<file path="config.mk">
export PLATFORM = sky130hd
export DESIGN_NAME = fft_butterfly
export DESIGN_NICKNAME = d
export VERILOG_FILES = /design/src/fft_pkg.sv /design/src/fft_butterfly.sv /design/src/butterfly_core.sv /design/src/complex_mult.sv /design/src/twiddle_gen.sv
export SDC_FILE = /design/constraint.sdc
export NUM_CORES = 1
export LEC_CHECK = 0
export ABC_AREA = 1
export BUFFER_PORTS_ARGS = -buffer_cell sky130_fd_sc_hd__buf_2
export CAP_MARGIN = 20
export CORE_ASPECT_RATIO = 2
export CORE_UTILIZATION = 35
export DETAILED_ROUTE_END_ITERATION = 6
export HOLD_SLACK_MARGIN = 0.06
export SLEW_MARGIN = 20
export SYNTH_ARGS = -nofsm -noshare
export SYNTH_HDL_FRONTEND = slang
export SYNTH_SLANG_ARGS = --single-unit
export TNS_END_PERCENT = 5
</file>
<file path="constraint.sdc">
create_clock -name clk -period 6.77 [get_ports clk]
set_input_delay 1.0155 -clock clk [delete_from_list [all_inputs] [get_ports clk]]
set_output_delay 1.0155 -clock clk [all_outputs]
set_load 0.005 [all_outputs]
</file>
<file path="src/quarter_cos.hex">
// one column: cos(k*pi/128) in Q1.15 as 16 bit hex, k = 0..64
// entry 0 is saturated to 7FFF
7FFF
7FF6
7FD9
7FA7
7F62
7F0A
7E9D
7E1E
7D8A
7CE4
7C2A
7B5D
7A7D
798A
7885
776C
7642
7505
73B6
7255
70E3
6F5F
6DCA
6C24
6A6E
68A7
66D0
64E9
62F2
60EC
5ED7
5CB4
5A82
5843
55F6
539B
5134
4EC0
4C40
49B4
471D
447B
41CE
3F17
3C57
398D
36BA
33DF
30FC
2E11
2B1F
2827
2528
2224
1F1A
1C0C
18F9
15E2
12C8
0FAB
0C8C
096B
0648
0324
0000

</file>
<file path="src/fft_pkg.sv">
/*
 Widths, fixed point types and table constants for the radix-2 butterfly.
 The RTL modules and the testbench import this package.
*/
package fft_pkg;

    //////////////////////////////
    // widths

    // one component of an input sample
    localparam int SAMPLE_W = 16;
    // a + b and a - b need one more bit
    localparam int SUM_W    = 17;
    // y component after rescaling
    localparam int PROD_W   = 18;
    // twiddle angle in 1/256 turns
    localparam int ANGLE_W  = 8;
    // position inside one quadrant
    localparam int OFFSET_W = 6;

    // raw partial product and the sum of two of them
    localparam int MULT_W = SUM_W + SAMPLE_W;
    localparam int ACC_W  = MULT_W + 1;

    //////////////////////////////
    // twiddle table

    // quarter wave including the 90 degree point
    localparam int TABLE_DEPTH  = 65;
    localparam int TABLE_ADDR_W = $clog2(TABLE_DEPTH);
    localparam int QUARTER      = 64;
    // twiddle is Q1.15
    localparam int FRAC_BITS    = 15;

    localparam string COS_TABLE_FILE = "/design/src/quarter_cos.hex";

    // input to x and y
    localparam int PIPE_LATENCY = 3;

    //////////////////////////////
    // types

    typedef logic signed [SAMPLE_W-1:0] sample_t;
    typedef logic signed [SUM_W-1:0]    sum_t;
    typedef logic signed [PROD_W-1:0]   prod_t;
    typedef logic [ANGLE_W-1:0]         angle_t;

    typedef struct packed {
        sample_t re;
        sample_t im;
    } cplx_t;

    typedef struct packed {
        sum_t re;
        sum_t im;
    } cplx_sum_t;

    typedef struct packed {
        prod_t re;
        prod_t im;
    } cplx_prod_t;

    // top two angle bits
    typedef enum logic [1:0] {
        Q0,
        Q1,
        Q2,
        Q3
    } quadrant_t;

endpackage
</file>
<file path="src/fft_butterfly.sv">
/*
 Top level of the radix-2 FFT butterfly.
 x = a + b and y = (a - b) * W three cycles after in_valid.
*/
module fft_butterfly import fft_pkg::*; (
    input  logic       clk,
    input  logic       reset,
    input  logic       in_valid,
    input  cplx_t      a,
    input  cplx_t      b,
    input  angle_t     angle,
    output logic       out_valid,
    output cplx_sum_t  x,
    output cplx_prod_t y
);

    // two cycles behind angle
    cplx_t twiddle;

    //////////////////////////////
    // twiddle from angle

    twiddle_gen twiddle_i (
        .clk     (clk),
        .reset   (reset),
        .angle   (angle),
        .twiddle (twiddle)
    );

    //////////////////////////////
    // datapath

    butterfly_core core_i (
        .clk       (clk),
        .reset     (reset),
        .in_valid  (in_valid),
        .a         (a),
        .b         (b),
        .twiddle   (twiddle),
        .out_valid (out_valid),
        .x         (x),
        .y         (y)
    );

endmodule

</file>
<file path="src/butterfly_core.sv">
/*
 Butterfly datapath. Registers a+b and a-b, lines the difference up with
 the twiddle, multiplies, and carries a valid strobe alongside.
*/
module butterfly_core import fft_pkg::*; (
    input  logic       clk,
    input  logic       reset,
    input  logic       in_valid,
    input  cplx_t      a,
    input  cplx_t      b,
    input  cplx_t      twiddle,
    output logic       out_valid,
    output cplx_sum_t  x,
    output cplx_prod_t y
);

    cplx_sum_t               sum_r;
    cplx_sum_t               diff_r;
    cplx_sum_t               sum_d;
    cplx_sum_t               diff_d;
    logic [PIPE_LATENCY-1:0] valid_pipe;

    //////////////////////////////
    // stage 1: sum and difference

    always_ff @(posedge clk or posedge reset) begin
        if (reset) begin
            sum_r  <= '0;
            diff_r <= '0;
        end else begin
            // sign extend before the add
            sum_r.re  <= sum_t'(a.re) + sum_t'(b.re);
            sum_r.im  <= sum_t'(a.im) + sum_t'(b.im);
            diff_r.re <= sum_t'(a.re) - sum_t'(b.re);
            diff_r.im <= sum_t'(a.im) - sum_t'(b.im);
        end
    end

    //////////////////////////////
    // stage 2: wait for the twiddle

    always_ff @(posedge clk or posedge reset) begin
        if (reset) begin
            sum_d  <= '0;
            diff_d <= '0;
        end else begin
            sum_d  <= sum_r;
            diff_d <= diff_r;
        end
    end

    //////////////////////////////
    // stage 3: multiply and output

    complex_mult mult_i (
        .clk     (clk),
        .reset   (reset),
        .diff    (diff_d),
        .twiddle (twiddle),
        .y       (y)
    );

    // x rides along with the product
    always_ff @(posedge clk or posedge reset) begin
        if (reset) begin
            x <= '0;
        end else begin
            x <= sum_d;
        end
    end

    // strobe delayed by the full latency
    always_ff @(posedge clk or posedge reset) begin
        if (reset) begin
            valid_pipe <= '0;
        end else begin
            valid_pipe <= {valid_pipe[PIPE_LATENCY-2:0], in_valid};
        end
    end

    assign out_valid = valid_pipe[PIPE_LATENCY-1];

endmodule

</file>
<file path="src/complex_mult.sv">
/*
 Complex multiply of the butterfly difference by the twiddle.
 Result is rescaled by the twiddle fraction bits and registered.
*/
module complex_mult import fft_pkg::*; (
    input  logic       clk,
    input  logic       reset,
    input  cplx_sum_t  diff,
    input  cplx_t      twiddle,
    output cplx_prod_t y
);

    //////////////////////////////
    // partial products

    logic signed [MULT_W-1:0] p_rr;
    logic signed [MULT_W-1:0] p_ii;
    logic signed [MULT_W-1:0] p_ri;
    logic signed [MULT_W-1:0] p_ir;

    assign p_rr = diff.re * twiddle.re;
    assign p_ii = diff.im * twiddle.im;
    assign p_ri = diff.re * twiddle.im;
    assign p_ir = diff.im * twiddle.re;

    //////////////////////////////
    // combine and rescale

    logic signed [ACC_W-1:0] acc_re;
    logic signed [ACC_W-1:0] acc_im;
    cplx_prod_t              y_c;

    // one guard bit for the add
    assign acc_re = p_rr - p_ii;
    assign acc_im = p_ri + p_ir;

    // arithmetic shift keeps the sign
    assign y_c.re = prod_t'(acc_re >>> FRAC_BITS);
    assign y_c.im = prod_t'(acc_im >>> FRAC_BITS);

    always_ff @(posedge clk or posedge reset) begin
        if (reset) begin
            y <= '0;
        end else begin
            y <= y_c;
        end
    end

endmodule

</file>
<file path="src/twiddle_gen.sv">
/*
 Twiddle generator. Turns an 8 bit angle into W = cos + j*sin by folding
 one quarter wave cosine table. Two cycles from angle to twiddle.
*/
module twiddle_gen import fft_pkg::*; (
    input  logic   clk,
    input  logic   reset,
    input  angle_t angle,
    output cplx_t  twiddle
);

    // cos(k*pi/128) for k = 0..64
    sample_t cos_table [TABLE_DEPTH];

    initial begin
        $readmemh(COS_TABLE_FILE, cos_table);
    end

    //////////////////////////////
    // stage 1: quadrant and addresses

    logic [OFFSET_W-1:0]     offset;
    quadrant_t               quad;
    quadrant_t               quad_r;
    logic [TABLE_ADDR_W-1:0] addr_k_r;
    logic [TABLE_ADDR_W-1:0] addr_c_r;

    assign offset = angle[OFFSET_W-1:0];
    assign quad   = quadrant_t'(angle[ANGLE_W-1:OFFSET_W]);

    always_ff @(posedge clk or posedge reset) begin
        if (reset) begin
            quad_r   <= Q0;
            addr_k_r <= '0;
            addr_c_r <= TABLE_ADDR_W'(QUARTER);
        end else begin
            quad_r   <= quad;
            addr_k_r <= TABLE_ADDR_W'(offset);
            // complementary angle gives the sine
            addr_c_r <= TABLE_ADDR_W'(QUARTER) - TABLE_ADDR_W'(offset);
        end
    end

    //////////////////////////////
    // stage 2: read and fold

    sample_t t_k;
    sample_t t_c;
    cplx_t   twiddle_c;

    // two parallel reads of the same table
    assign t_k = cos_table[addr_k_r];
    assign t_c = cos_table[addr_c_r];

    // entry 0 is 7FFF so negation never overflows
    always_comb begin
        case (quad_r)
            Q0: begin
                twiddle_c.re = t_k;
                twiddle_c.im = t_c;
            end
            Q1: begin
                twiddle_c.re = -t_c;
                twiddle_c.im = t_k;
            end
            Q2: begin
                twiddle_c.re = -t_k;
                twiddle_c.im = -t_c;
            end
            Q3: begin
                twiddle_c.re = t_c;
                twiddle_c.im = -t_k;
            end
            default: begin
                twiddle_c.re = t_k;
                twiddle_c.im = t_c;
            end
        endcase
    end

    always_ff @(posedge clk or posedge reset) begin
        if (reset) begin
            twiddle <= '0;
        end else begin
            twiddle <= twiddle_c;
        end
    end

endmodule

</file>
**After elaboration in Yosys (flattened, before gate mapping)**

Cells that the tools add are included.

- Word-level logic and storage cells: 33
- Bits in registers: 243

- Eq/ne operators: 3
- Reduce and logical (&&, ||, !) cells: 1
- Add/subtract/negate cells: 8
- Mux-type cells: 1
- $mul: 4

Operators by type and width:

| cell | count |
|---|---|
| multiplier 17 x 16 -> 33 bit | 4 |
| case mux 32 bit (4 select lines) | 1 |
| adder 16 x 16 -> 17 bit | 2 |
| subtractor 16 x 16 -> 17 bit | 2 |
| adder 33 bit | 1 |
| subtractor 33 bit | 1 |
| negator 16 bit (first input constant) | 2 |
| equality test 2 bit (second input constant) | 2 |
| equality test 2 x 1 -> 1 bit (second input constant) | 1 |
| logical NOT 2 bit | 1 |

**Depth between registers and ports, before layout**

Gate-level depths: netlist of the first run.

- Depth after elaboration: 2
- Depth in mapped cells: 26
- Depth with buffers taken out: 25

**By module**

From an unflattened synthesis of the first run, not the netlist that was laid out.

- Cells, all modules: 6477
- Area total of the unflattened synthesis: 52883.2 sq um

By module, submodules not included:

| module | cells each | times used | area each (sq um) |
|---|---|---|---|
| complex_mult | 5462 | 1 | 44331.3 |
| butterfly_core | 982 | 1 | 8308.0 |
| twiddle_gen | 33 | 1 | 244.0 |

**Worst setup path before layout of the first run**

OpenSTA, ideal clock, no wires.

- Kind: input-to-reg
- From: in a[16] in the netlist's numbering
- To: reg core_i.sum_r[27] in the netlist's numbering
- Library setup time: 116 ps
- Arrival time: 2158 ps
- Slack: 4496 ps
- Stages on the path: 9
- Cell sequence: ha_1 inv_1 fa_1 o21ai_2 nand2_1 nand2_1 nand3_1 nand3_1 nand2_1

- Word-level cells in the longest chain between the ends: 1

RTL lines:

| item | RTL line | text |
|---|---|---|
| start, declared | fft_butterfly.sv:9 | `input cplx_t a,` |
| adder 16 x 16 -> 17 bit | butterfly_core.sv:32 | `sum_r.re <= sum_t'(a.re) + sum_t'(b.re);` |
| end, declared | butterfly_core.sv:17 | `cplx_sum_t sum_r;` |

No other way between the ends.

**Worst setup path after layout of the first run**

- From: in a[16] in the netlist's numbering
- To: reg core_i.sum_r[33] in the netlist's numbering

The elaborated chain is that of the path after synthesis.

==> run_summary.xml, run 1 <==
<?xml version="1.0" encoding="UTF-8"?>
<metrics>
  <group name="worst_setup_path">
    <metric name="critical_path.reg2reg.endpoint" unit="">core_i.x[24]</metric>
    <metric name="worstSetupStartpointType" unit="">input pin</metric>
    <metric name="worst_setup_path_end_kind" unit="">register</metric>
    <metric name="worst-r2r-cell-count" unit="">0</metric>
    <metric name="buffering_stage_count_on_the_worst_path_with_inverters_included" unit="">2</metric>
    <metric name="crit_chain" unit="">buf_2, ha_1, inv_1, fa_1, o21ai_2, nand3_1, nand2_1, nand2_1, nand3_1, nand2_1</metric>
    <metric name="crit_top_cell" unit="">nand2_1</metric>
    <metric name="slowest_stage" unit="">fa_1</metric>
    <metric name="timing.critical_path.max_delay_family" unit="">adder cells</metric>
    <metric name="setup.worst_path.class" unit="">input pin to register</metric>
    <metric name="ff2ff_setup_slack" unit="ns">6.29</metric>
    <metric name="maximum_cell_stage_delay_along_the_critical_path" unit="ns">0.42</metric>
    <metric name="critPathMaxFanout" unit="">3</metric>
    <metric name="crit_required" unit="ns">7.11</metric>
    <metric name="worstReg2RegStart" unit="">core_i.sum_d[24]</metric>
    <metric name="worstPathArrival" unit="ns">2.52</metric>
  </group>
  <group name="grt">
    <metric name="grt_first_pass_wirelength" unit="um">65800</metric>
    <metric name="gr-total-overflow" unit="">0</metric>
    <metric name="grt_use_total" unit="%">14.1</metric>
    <metric name="use_met3" unit="%">2.81</metric>
    <metric name="largest_net_degree_at_the_start_of_global_routing" unit="">75</metric>
    <metric name="grt_pass1_vias" unit="">15100</metric>
    <metric name="globalRoute.busiestLayer" unit="">met2</metric>
    <metric name="antenna_found_initial" unit="">0</metric>
    <metric name="met1_usage" unit="%">12.8</metric>
    <metric name="use_met2" unit="%">29.2</metric>
  </group>
  <group name="cts">
    <metric name="clkTransAtPathRegs" unit="ns">0.07</metric>
    <metric name="tritoncts_sinks" unit="">141</metric>
    <metric name="worstSkewPairLatency" unit="ns">0.45</metric>
    <metric name="clock-root-buffer" unit="">clkbuf_16</metric>
    <metric name="cts_made_buffers" unit="">17</metric>
    <metric name="cts-root-to-sink-buffers" unit="">2</metric>
    <metric name="cts-resized-gates" unit="">0</metric>
    <metric name="cts_htree_levels" unit="">4</metric>
    <metric name="cts_tree" unit="">built</metric>
    <metric name="cts_hold_repair.buffers" unit="">0</metric>
    <metric name="postCtsSetupRepairBufs" unit="">0</metric>
  </group>
  <group name="layout">
    <metric name="multi_input_area" unit="sq um">15500</metric>
    <metric name="regArea" unit="sq um">3530</metric>
    <metric name="area_growth_syn_to_layout" unit="%">17.6</metric>
    <metric name="antenna_cells" unit="">0</metric>
    <metric name="fillerInstances" unit="">5958</metric>
    <metric name="num-nets-final" unit="">3654</metric>
    <metric name="ratio_of_cells_with_drive_above_1_in_the_final_layout" unit="%">7.07</metric>
  </group>
  <group name="place">
    <metric name="port-buffer-count" unit="">137</metric>
    <metric name="detailedPlacementHpwl" unit="um">34700</metric>
    <metric name="routability_driven_placement_congestion_ratio" unit="">0.872</metric>
  </group>
  <group name="die">
    <metric name="design.die.area" unit="sq um">59300</metric>
    <metric name="start_util" unit="%">35.5</metric>
    <metric name="coreArea" unit="sq um">57400</metric>
    <metric name="floorplan.die.width" unit="um">173</metric>
    <metric name="fp-row-count" unit="">124</metric>
    <metric name="boundaryPins" unit="">146</metric>
    <metric name="fp.dieH" unit="um">343</metric>
  </group>
  <group name="min_path">
    <metric name="worstHoldPathCells" unit="">0</metric>
    <metric name="hold_path_end" unit="">core_i.x[27]</metric>
    <metric name="timing.hold.worst.start" unit="">core_i.sum_d[27]</metric>
    <metric name="hp-class" unit="">register to register</metric>
  </group>
  <group name="route">
    <metric name="dr.pass1.iters" unit="">4</metric>
    <metric name="post_drt_via_cell_ratio" unit="">3.99</metric>
    <metric name="drc_errors" unit="">0</metric>
    <metric name="ant_nets" unit="">0</metric>
    <metric name="finalWirelength" unit="um">38800</metric>
    <metric name="wire_per_inst" unit="um">10.6</metric>
    <metric name="drt_iter0_markers" unit="">305</metric>
    <metric name="detailroute.via_count" unit="">14700</metric>
  </group>
  <group name="job">
    <metric name="timing.max_cap.violations" unit="">0</metric>
  </group>
  <group name="sta">
    <metric name="totalNegativeSetupSlack" unit="ns">0</metric>
    <metric name="layout_min_cycle_time" unit="ns">2.18</metric>
    <metric name="slew-limit-headroom" unit="%">43.6</metric>
    <metric name="timing.clock.skew" unit="ns">0.00842</metric>
    <metric name="finalMaxSlewViolations" unit="">0</metric>
    <metric name="setup_viol" unit="">0</metric>
    <metric name="rsz_0062_raised_after_global_routing" unit="">false</metric>
    <metric name="max_clock_freq" unit="MHz">458</metric>
    <metric name="hold_viol" unit="">0</metric>
    <metric name="tightestPinTransition" unit="ns">0.846</metric>
    <metric name="period_share" unit="%">32.3</metric>
  </group>
  <group name="synthesis">
    <metric name="avgSynthCellArea" unit="sq um">8.61</metric>
    <metric name="post_synth_inst_count" unit="">2368</metric>
    <metric name="post_synth_instance_area" unit="sq um">20400</metric>
    <metric name="ys_ff_latch" unit="">141</metric>
    <metric name="ys_types" unit="">32</metric>
    <metric name="synth_warnings" unit="">0</metric>
    <metric name="synth_seq_area_share" unit="%">17.3</metric>
  </group>
  <group name="status">
    <metric name="status" unit="">finished clean</metric>
  </group>
</metrics>
cells by family (layout without fill, tap and decap cells):
| group | count (synthesis) | in the layout | share of synthesized area [%] |
|---|---|---|---|
| flops | 141 | 141 | 17.3 |
| simple gates | 668 | 668 | 13.6 |
| other cells | 2 | 407 | 0.0368 |
| compound gates | 98 | 98 | 2.73 |
| xor+xnor | 32 | 32 | 1.37 |
| buf+inv | 750 | 891 | 14.1 |
| fa+ha+maj | 677 | 677 | 50.9 |
worst max path at each step:
stage / startpoint / endpoint / slack [ns] / cells after the start
global route: reset / core_i.mult_i.y[3] / 4.44 / 3
global placement: reset / core_i.mult_i.y[17] / 4.13 / 3
finish: a[16] / core_i.sum_r[33] / 4.59 / 10
floorplan: reset / core_i.diff_r[17] / 1.97 / 1
CTS: reset / core_i.sum_d[33] / 4.62 / 3
detailed placement: reset / core_i.diff_r[17] / 4.12 / 3
cell type report:
class / instances / share of cell area [%]
Multi-Input combinational cell: 1882 / 64.7
Sequential cell: 141 / 14.7
Inverter: 722 / 11.3
Tap cell: 756 / 3.94
Timing Repair Buffer: 138 / 2.89
Clock buffer: 19 / 1.89
Clock inverter: 12 / 0.569
sequential cells by signal (all words and copies together) (netlist names):
name,flops
core_i.diff_r,1
core_i.mult_i.y,36
core_i.sum_d,34
core_i.sum_r,33
core_i.valid_pipe,3
core_i.x,34
routing by layer:
| metal | wire length [um] | vias up |
|---|---|---|
| met5 | 0 | - |
| met3 | 1490 | 57 |
| met1 | 13400 | 6878 |
| met4 | 1310 | 0 |
| met2 | 22600 | 200 |
| li1 | - | 7521 |
placed cells by master, fill, tap and decap left out, drive strengths merged:
cell / instances
o21ai: 24
fa: 253
nor3: 9
conb: 407
and2: 2
nand3b: 3
clkbuf: 19
clkinvlp: 3
nand3: 89
nand2: 443
xor2: 23
nand4: 19
inv: 725
bufinv: 2
xnor2: 9
o21bai: 14
a21o: 5
clkinv: 4
ha: 424
nor4: 3
a21oi: 55
nor2: 100
dfrtp: 141
buf: 138
stage by stage:
stage / hold WS (ns) / worst slack (ns) / cells / area, sq um / utilization [%]
floorplan: 0.331 / 1.97 / 2773 / 21900 / -
global placement: 0.334 / 4.13 / 3639 / 23400 / 40.7
detailed placement: 0.335 / 4.12 / 3639 / 23400 / 40.7
CTS: 0.341 / 4.62 / 3670 / 24000 / 41.8
global route: 0.351 / 4.44 / 3670 / 24000 / 41.8
finish: 0.342 / 4.59 / 3670 / 24000 / 41.8
cells in the mapped netlist:
cell	count	share of area, %
buf_4	3	0.11
nor2_1	90	1.7
inv_2	11	0.20
clkbuf_2	1	0.025
conb_1	2	0.037
and2_1	2	0.061
dfrtp_1	141	17
a21o_1	5	0.18
a21oi_2	2	0.086
nand2_1	434	8.0
nand4_1	19	0.58
clkbuf_1	8	0.15
fa_1	253	25
o21bai_2	1	0.055
nand3_1	89	2.2
nor3_2	1	0.049
nor4_1	3	0.092
xnor2_1	9	0.39
nor2_2	6	0.18
nor2_4	4	0.22
buf_2	13	0.32
o21ai_0	22	0.54
o21bai_1	13	0.48
nand3b_1	3	0.11
ha_1	424	26
buf_6	3	0.17
nand2_2	9	0.28
xor2_1	23	0.99
o21ai_2	2	0.086
inv_1	711	13
nor3_1	8	0.20
a21oi_1	53	1.3
Power of run 1 is not shown: default switching activity piles up to over one toggle a cycle in this logic, so the estimate is an artifact.
==> run 2: changes to the inputs <==
- ABC_AREA: 1 -> 0
- clock period: 6.77 -> 2.3 ns (I/O delays scaled with it)
==> run_summary.xml, run 2 <==
<?xml version="1.0" encoding="UTF-8"?>
<metrics>
  <group name="route">
    <metric name="drt_iter0_markers" unit="">217</metric>
    <metric name="finalWirelength" unit="um">33100</metric>
    <metric name="post_drt_via_cell_ratio" unit="">4.13</metric>
    <metric name="ant_nets" unit="">0</metric>
    <metric name="drc_errors" unit="">0</metric>
    <metric name="wire_per_inst" unit="um">11.0</metric>
    <metric name="detailroute.via_count" unit="">12400</metric>
    <metric name="dr.pass1.iters" unit="">4</metric>
  </group>
  <group name="cts">
    <metric name="worstSkewPairLatency" unit="ns">0.45</metric>
    <metric name="cts_tree" unit="">built</metric>
    <metric name="cts_made_buffers" unit="">17</metric>
    <metric name="cts_htree_levels" unit="">4</metric>
    <metric name="tritoncts_sinks" unit="">141</metric>
    <metric name="cts_hold_repair.buffers" unit="">1</metric>
    <metric name="postCtsSetupRepairBufs" unit="">0</metric>
    <metric name="clkTransAtPathRegs" unit="ns">0.07</metric>
    <metric name="cts-root-to-sink-buffers" unit="">2</metric>
    <metric name="clock-root-buffer" unit="">clkbuf_16</metric>
    <metric name="cts-resized-gates" unit="">0</metric>
  </group>
  <group name="worst_setup_path">
    <metric name="setup.worst_path.class" unit="">input pin to register</metric>
    <metric name="ff2ff_setup_slack" unit="ns">1.81</metric>
    <metric name="critical_path.reg2reg.endpoint" unit="">core_i.x[9]</metric>
    <metric name="worstPathArrival" unit="ns">2.44</metric>
    <metric name="critPathMaxFanout" unit="">2</metric>
    <metric name="worst-r2r-cell-count" unit="">0</metric>
    <metric name="crit_required" unit="ns">2.62</metric>
    <metric name="worst_setup_path_end_kind" unit="">register</metric>
    <metric name="worstSetupStartpointType" unit="">input pin</metric>
    <metric name="worstReg2RegStart" unit="">core_i.sum_d[9]</metric>
  </group>
  <group name="layout">
    <metric name="largest_register_ff_count" unit="">36</metric>
    <metric name="layout_commonest_cell" unit="">inv_1</metric>
    <metric name="biggestRegsByFlops" unit="">core_i.mult_i.y x36, core_i.sum_d x34, core_i.x x34</metric>
    <metric name="finalInstanceArea" unit="sq um">22300</metric>
    <metric name="num-nets-final" unit="">3088</metric>
    <metric name="antenna_cells" unit="">0</metric>
    <metric name="largest_register" unit="">core_i.mult_i.y</metric>
    <metric name="area_growth_syn_to_layout" unit="%">19.9</metric>
    <metric name="most-common-layout-cells" unit="">519 x inv_1, 424 x ha_1, 407 x conb_1</metric>
    <metric name="ratio_of_cells_with_drive_above_1_in_the_final_layout" unit="%">8.73</metric>
  </group>
  <group name="sta">
    <metric name="finalMaxSlewViolations" unit="">0</metric>
    <metric name="period_share" unit="%">91.8</metric>
    <metric name="rsz_0062_raised_after_global_routing" unit="">false</metric>
    <metric name="timing.clock.skew" unit="ns">0.00772</metric>
    <metric name="max_clock_freq" unit="MHz">474</metric>
    <metric name="setup_viol" unit="">0</metric>
    <metric name="hold_viol" unit="">0</metric>
    <metric name="layout_min_cycle_time" unit="ns">2.11</metric>
  </group>
  <group name="grt">
    <metric name="use_met3" unit="%">2.63</metric>
    <metric name="globalRoute.busiestLayer" unit="">met2</metric>
    <metric name="grt_use_total" unit="%">13.5</metric>
    <metric name="largest_net_degree_at_the_start_of_global_routing" unit="">92</metric>
    <metric name="gr-total-overflow" unit="">0</metric>
    <metric name="antenna_found_initial" unit="">0</metric>
    <metric name="grt_first_pass_wirelength" unit="um">57900</metric>
    <metric name="met1_usage" unit="%">12.8</metric>
    <metric name="use_met2" unit="%">27.6</metric>
    <metric name="grt_pass1_vias" unit="">13500</metric>
  </group>
  <group name="synthesis">
    <metric name="synth.cells.most_frequent" unit="">520 x inv_1, 424 x ha_1, 253 x fa_1</metric>
    <metric name="avgSynthCellArea" unit="sq um">10.4</metric>
    <metric name="synth_top_cell_by_area" unit="">ha_1</metric>
    <metric name="post-synth-top-area-fraction" unit="%">28.5</metric>
    <metric name="ys_ff_latch" unit="">141</metric>
    <metric name="synth_seq_area_share" unit="%">19.0</metric>
    <metric name="post_synth_inst_count" unit="">1788</metric>
    <metric name="synth.most_common_cell" unit="">inv_1</metric>
    <metric name="synth-edff-count" unit="">0</metric>
    <metric name="ys.flop_type" unit="">dfrtp_1</metric>
    <metric name="main_area_contributors_after_synthesis" unit="">ha_1 29%, fa_1 27%, dfrtp_1 19%</metric>
    <metric name="post_synth_instance_area" unit="sq um">18600</metric>
    <metric name="synth_warnings" unit="">0</metric>
    <metric name="ys_types" unit="">68</metric>
    <metric name="async_flop_share" unit="%">100</metric>
  </group>
  <group name="die">
    <metric name="floorplan.die.width" unit="um">165</metric>
    <metric name="boundaryPins" unit="">146</metric>
    <metric name="start_util" unit="%">35.4</metric>
    <metric name="fp.dieH" unit="um">328</metric>
    <metric name="coreArea" unit="sq um">52600</metric>
    <metric name="fp-row-count" unit="">119</metric>
    <metric name="design.die.area" unit="sq um">54100</metric>
  </group>
  <group name="place">
    <metric name="port-buffer-count" unit="">137</metric>
    <metric name="post_dp_cell_area" unit="sq um">21700</metric>
    <metric name="routability_driven_placement_congestion_ratio" unit="">0.806</metric>
    <metric name="detailedPlacementHpwl" unit="um">29800</metric>
  </group>
  <group name="min_path">
    <metric name="hp-class" unit="">input pin to asynchronous set/reset pin</metric>
  </group>
  <group name="job">
    <metric name="timing.max_cap.violations" unit="">0</metric>
  </group>
  <group name="status">
    <metric name="status" unit="">finished clean</metric>
  </group>
</metrics>
[run 2: logic make-up after synthesis]
logic type / synth area share (%)
fa+ha+maj: 55.8
buf+inv: 11.4
compound gates: 6.53
simple gates: 4.43
flops: 19.0
xor+xnor: 2.78
other cells: 0.0404
mux: 0.0538
[run 2: worst max-delay path, cell delays in order]
cell	delay, ns
buf_2	0.09
ha_1	0.16
inv_1	0.06
fa_1	0.38
o21ba_1	0.22
nor4_4	0.19
nor4bb_2	0.11
o31a_1	0.33
a211o_1	0.31
a21oi_1	0.15
o41ai_1	0.08
[run 2: through the flow]
step	worst slack, ns	hold slack, ns	utilization, %	std cells	setup TNS [ns]
detailed placement	-0.290	0.335	41.2	2981	-1.42
global route	0.0460	0.0739	42.4	3014	0
floorplan	-0.00706	0.331	-	2193	-0.00706
global placement	-0.260	0.332	41.2	2981	-1.03
CTS	0.188	0.0617	42.4	3014	0
finish	0.188	0.0690	42.4	3014	0
[run 2: routing by layer]
layer	up-vias	part of all wire, %	wire, um
li1	6104	-	-
met1	6131	34	11100
met4	0	2.1	684
met3	31	4.2	1380
met2	173	60	19900
met5	-	0	0
[run 2: area by class of cell]
cell class                 count  area (sq um)
inverter                     521          1960
timing repair buffer         162           888
clock buffer                  17           425
fill                        5221         30300
sequential                   141          3530
multi-input combinational   1493         14500
clock inverter                15           199
tap                          665           832
[run 2: worst max-delay path by stage]
| stage | from | endpoint | slack (ns) | depth (start not counted) |
|---|---|---|---|---|
| final | a[0] | core_i.sum_r[16] | 0.19 | 11 |
| after global routing | b[0] | core_i.sum_r[16] | 0.05 | 11 |
| after CTS | b[0] | core_i.sum_r[16] | 0.19 | 11 |
| after detailed placement | a[0] | core_i.sum_r[16] | -0.29 | 11 |
| after global placement | a[0] | core_i.sum_r[16] | -0.26 | 11 |
| after floorplan | a[0] | core_i.sum_r[16] | -0.007 | 10 |
Power of run 2 is left out for the same reason.
==> run 3: changes to the inputs <==
- CELL_PAD_IN_SITES_DETAIL_PLACEMENT: unset -> 0
- CELL_PAD_IN_SITES_GLOBAL_PLACEMENT: unset -> 1
- CTS_CLUSTER_DIAMETER: unset -> 80
- PLACE_DENSITY_LB_ADDON: unset -> 0.1
==> run_summary.xml, run 3 (synthesized netlist as in run 2, its figures left out) <==
<?xml version="1.0" encoding="UTF-8"?>
<metrics>
  <group name="layout">
    <metric name="antenna_cells" unit="">0</metric>
    <metric name="area_growth_syn_to_layout" unit="%">20.3</metric>
    <metric name="num-nets-final" unit="">3096</metric>
    <metric name="layout_commonest_cell" unit="">inv_1</metric>
    <metric name="fillerInstances" unit="">5305</metric>
    <metric name="regArea" unit="sq um">3530</metric>
    <metric name="most-common-layout-cells" unit="">519 x inv_1, 424 x ha_1, 407 x conb_1</metric>
    <metric name="ratio_of_cells_with_drive_above_1_in_the_final_layout" unit="%">9.12</metric>
    <metric name="multi_input_area" unit="sq um">14500</metric>
    <metric name="post-route-util" unit="%">42.6</metric>
    <metric name="largest_register_ff_count" unit="">36</metric>
    <metric name="biggestRegsByFlops" unit="">core_i.mult_i.y x36, core_i.sum_d x34, core_i.x x34</metric>
    <metric name="finalInstanceArea" unit="sq um">22400</metric>
    <metric name="largest_register" unit="">core_i.mult_i.y</metric>
  </group>
  <group name="route">
    <metric name="ant_nets" unit="">0</metric>
    <metric name="drt_iter0_markers" unit="">252</metric>
    <metric name="finalWirelength" unit="um">34700</metric>
    <metric name="drc_errors" unit="">0</metric>
    <metric name="post_drt_via_cell_ratio" unit="">4.10</metric>
    <metric name="detailroute.via_count" unit="">12400</metric>
    <metric name="wire_per_inst" unit="um">11.5</metric>
    <metric name="dr.pass1.iters" unit="">4</metric>
  </group>
  <group name="grt">
    <metric name="largest_net_degree_at_the_start_of_global_routing" unit="">50</metric>
    <metric name="grt_first_pass_wirelength" unit="um">59800</metric>
    <metric name="antenna_found_initial" unit="">1</metric>
    <metric name="grt_pass1_vias" unit="">13400</metric>
    <metric name="grt_use_total" unit="%">14.1</metric>
    <metric name="gr-total-overflow" unit="">0</metric>
  </group>
  <group name="die">
    <metric name="start_util" unit="%">35.4</metric>
    <metric name="design.die.area" unit="sq um">54100</metric>
    <metric name="fp.dieH" unit="um">328</metric>
    <metric name="boundaryPins" unit="">146</metric>
    <metric name="coreArea" unit="sq um">52600</metric>
    <metric name="fp-row-count" unit="">119</metric>
    <metric name="floorplan.die.width" unit="um">165</metric>
  </group>
  <group name="sta">
    <metric name="timing.clock.skew" unit="ns">0.00999</metric>
    <metric name="layout_min_cycle_time" unit="ns">2.17</metric>
    <metric name="rsz_0062_raised_after_global_routing" unit="">false</metric>
    <metric name="hold_viol" unit="">0</metric>
    <metric name="setup_viol" unit="">0</metric>
    <metric name="period_share" unit="%">94.2</metric>
    <metric name="finalMaxSlewViolations" unit="">0</metric>
    <metric name="fin_worst_hold_slack" unit="ns">0.166</metric>
    <metric name="max_clock_freq" unit="MHz">462</metric>
    <metric name="tightestPinTransition" unit="ns">0.622</metric>
    <metric name="slew-limit-headroom" unit="%">58.4</metric>
  </group>
  <group name="cts">
    <metric name="cts-root-to-sink-buffers" unit="">2</metric>
    <metric name="cts_made_buffers" unit="">17</metric>
    <metric name="postCtsSetupRepairBufs" unit="">0</metric>
    <metric name="tritoncts_sinks" unit="">141</metric>
    <metric name="clkTransAtPathRegs" unit="ns">0.07</metric>
    <metric name="worstSkewPairLatency" unit="ns">0.44</metric>
    <metric name="cts_htree_levels" unit="">4</metric>
    <metric name="cts_tree" unit="">built</metric>
    <metric name="clock-root-buffer" unit="">clkbuf_16</metric>
  </group>
  <group name="min_path">
    <metric name="hp-class" unit="">input pin to register</metric>
    <metric name="hold_path_end" unit="">core_i.diff_r[17]</metric>
    <metric name="timing.hold.worst.start" unit="">b[16]</metric>
    <metric name="worstHoldPathCells" unit="">3</metric>
  </group>
  <group name="status">
    <metric name="status" unit="">finished clean</metric>
  </group>
  <group name="worst_setup_path">
    <metric name="worst-r2r-cell-count" unit="">0</metric>
    <metric name="worstPathArrival" unit="ns">2.48</metric>
    <metric name="critPathMaxFanout" unit="">2</metric>
    <metric name="crit_required" unit="ns">2.62</metric>
    <metric name="worst_setup_path_end_kind" unit="">register</metric>
    <metric name="crit_start" unit="">a[0]</metric>
    <metric name="setup.worst_path.class" unit="">input pin to register</metric>
    <metric name="worstSetupStartpointType" unit="">input pin</metric>
    <metric name="worstReg2RegStart" unit="">core_i.sum_r[26]</metric>
    <metric name="critical_path.reg2reg.endpoint" unit="">core_i.sum_d[26]</metric>
    <metric name="ff2ff_setup_slack" unit="ns">1.80</metric>
  </group>
  <group name="place">
    <metric name="port-buffer-count" unit="">137</metric>
    <metric name="routability_driven_placement_congestion_ratio" unit="">0.786</metric>
    <metric name="post_dp_cell_area" unit="sq um">21700</metric>
    <metric name="detailedPlacementHpwl" unit="um">31100</metric>
  </group>
  <group name="job">
    <metric name="timing.max_cap.violations" unit="">0</metric>
  </group>
</metrics>
-- run 3: changes by cell type in the layout (fill, tap and decap cells not counted), sizes merged --
cell | before | now
clkinvlp | 1 | 2
clkbuf | 17 | 18
bufinv | 2 | 1
clkinv | 6 | 4
buf | 161 | 168
dlygate4sd3 | 1 | 2
inv | 527 | 528
-- run 3: what timing repair did --
action	4_1_cts	5_1_grt
setup endpoints to repair	0	1
gates resized for setup	0	4
endpoints found under the hold margin	18	0
hold buffers	2	0
-- run 3: how the worst max path moves through the flow --
stage / endpoint / slack, ns
floorplan: core_i.sum_r[16] / -0.007
global placement: core_i.sum_r[16] / -0.28
detailed placement: core_i.sum_r[16] / -0.35
CTS: core_i.sum_r[16] / 0.12
global route: core_i.sum_r[16] / 0.02
finish: core_i.sum_r[16] / 0.13
-- run 3: per-stage QoR --
stage          setup WS [ns]  std cells  setup TNS, ns
2_1_floorplan       -0.00706       2193       -0.00706
3_5_place_dp          -0.354       2988          -1.59
6_report               0.134       3022              0
4_1_cts                0.121       3022              0
5_1_grt               0.0217       3022              0
3_3_place_gp          -0.278       2988          -1.23
-- run 3: critical path: stages --
cell and delay (ns):
buf_2 0.09, ha_1 0.16, inv_1 0.06, fa_2 0.35, o21ba_2 0.23, nor4_4 0.32, nor4bb_4 0.10, o31a_1 0.32
a211o_1 0.30, a21oi_2 0.14, o41ai_1 0.07
-- run 3: layer usage --
| metal | up-vias | GRT usage, % | part of all wire, % |
|---|---|---|---|
| li1 | 6124 | - | - |
| met1 | 6098 | 14.0 | 35 |
| met2 | 144 | 29.0 | 60 |
| met3 | 25 | 2.26 | 3.5 |
| met4 | 0 | 3.99 | 1.4 |
| met5 | - | 0 | 0 |
-- run 3: final cells by class --
| class | instances | area share [%] |
|---|---|---|
| clock buffer | 18 | 1.96 |
| clock inverter | 14 | 0.739 |
| inverter | 521 | 8.76 |
| multi-input combinational | 1493 | 64.7 |
| sequential | 141 | 15.8 |
| tap | 665 | 3.72 |
| timing repair buffer | 170 | 4.31 |
Power of run 3 is left out for the same reason.
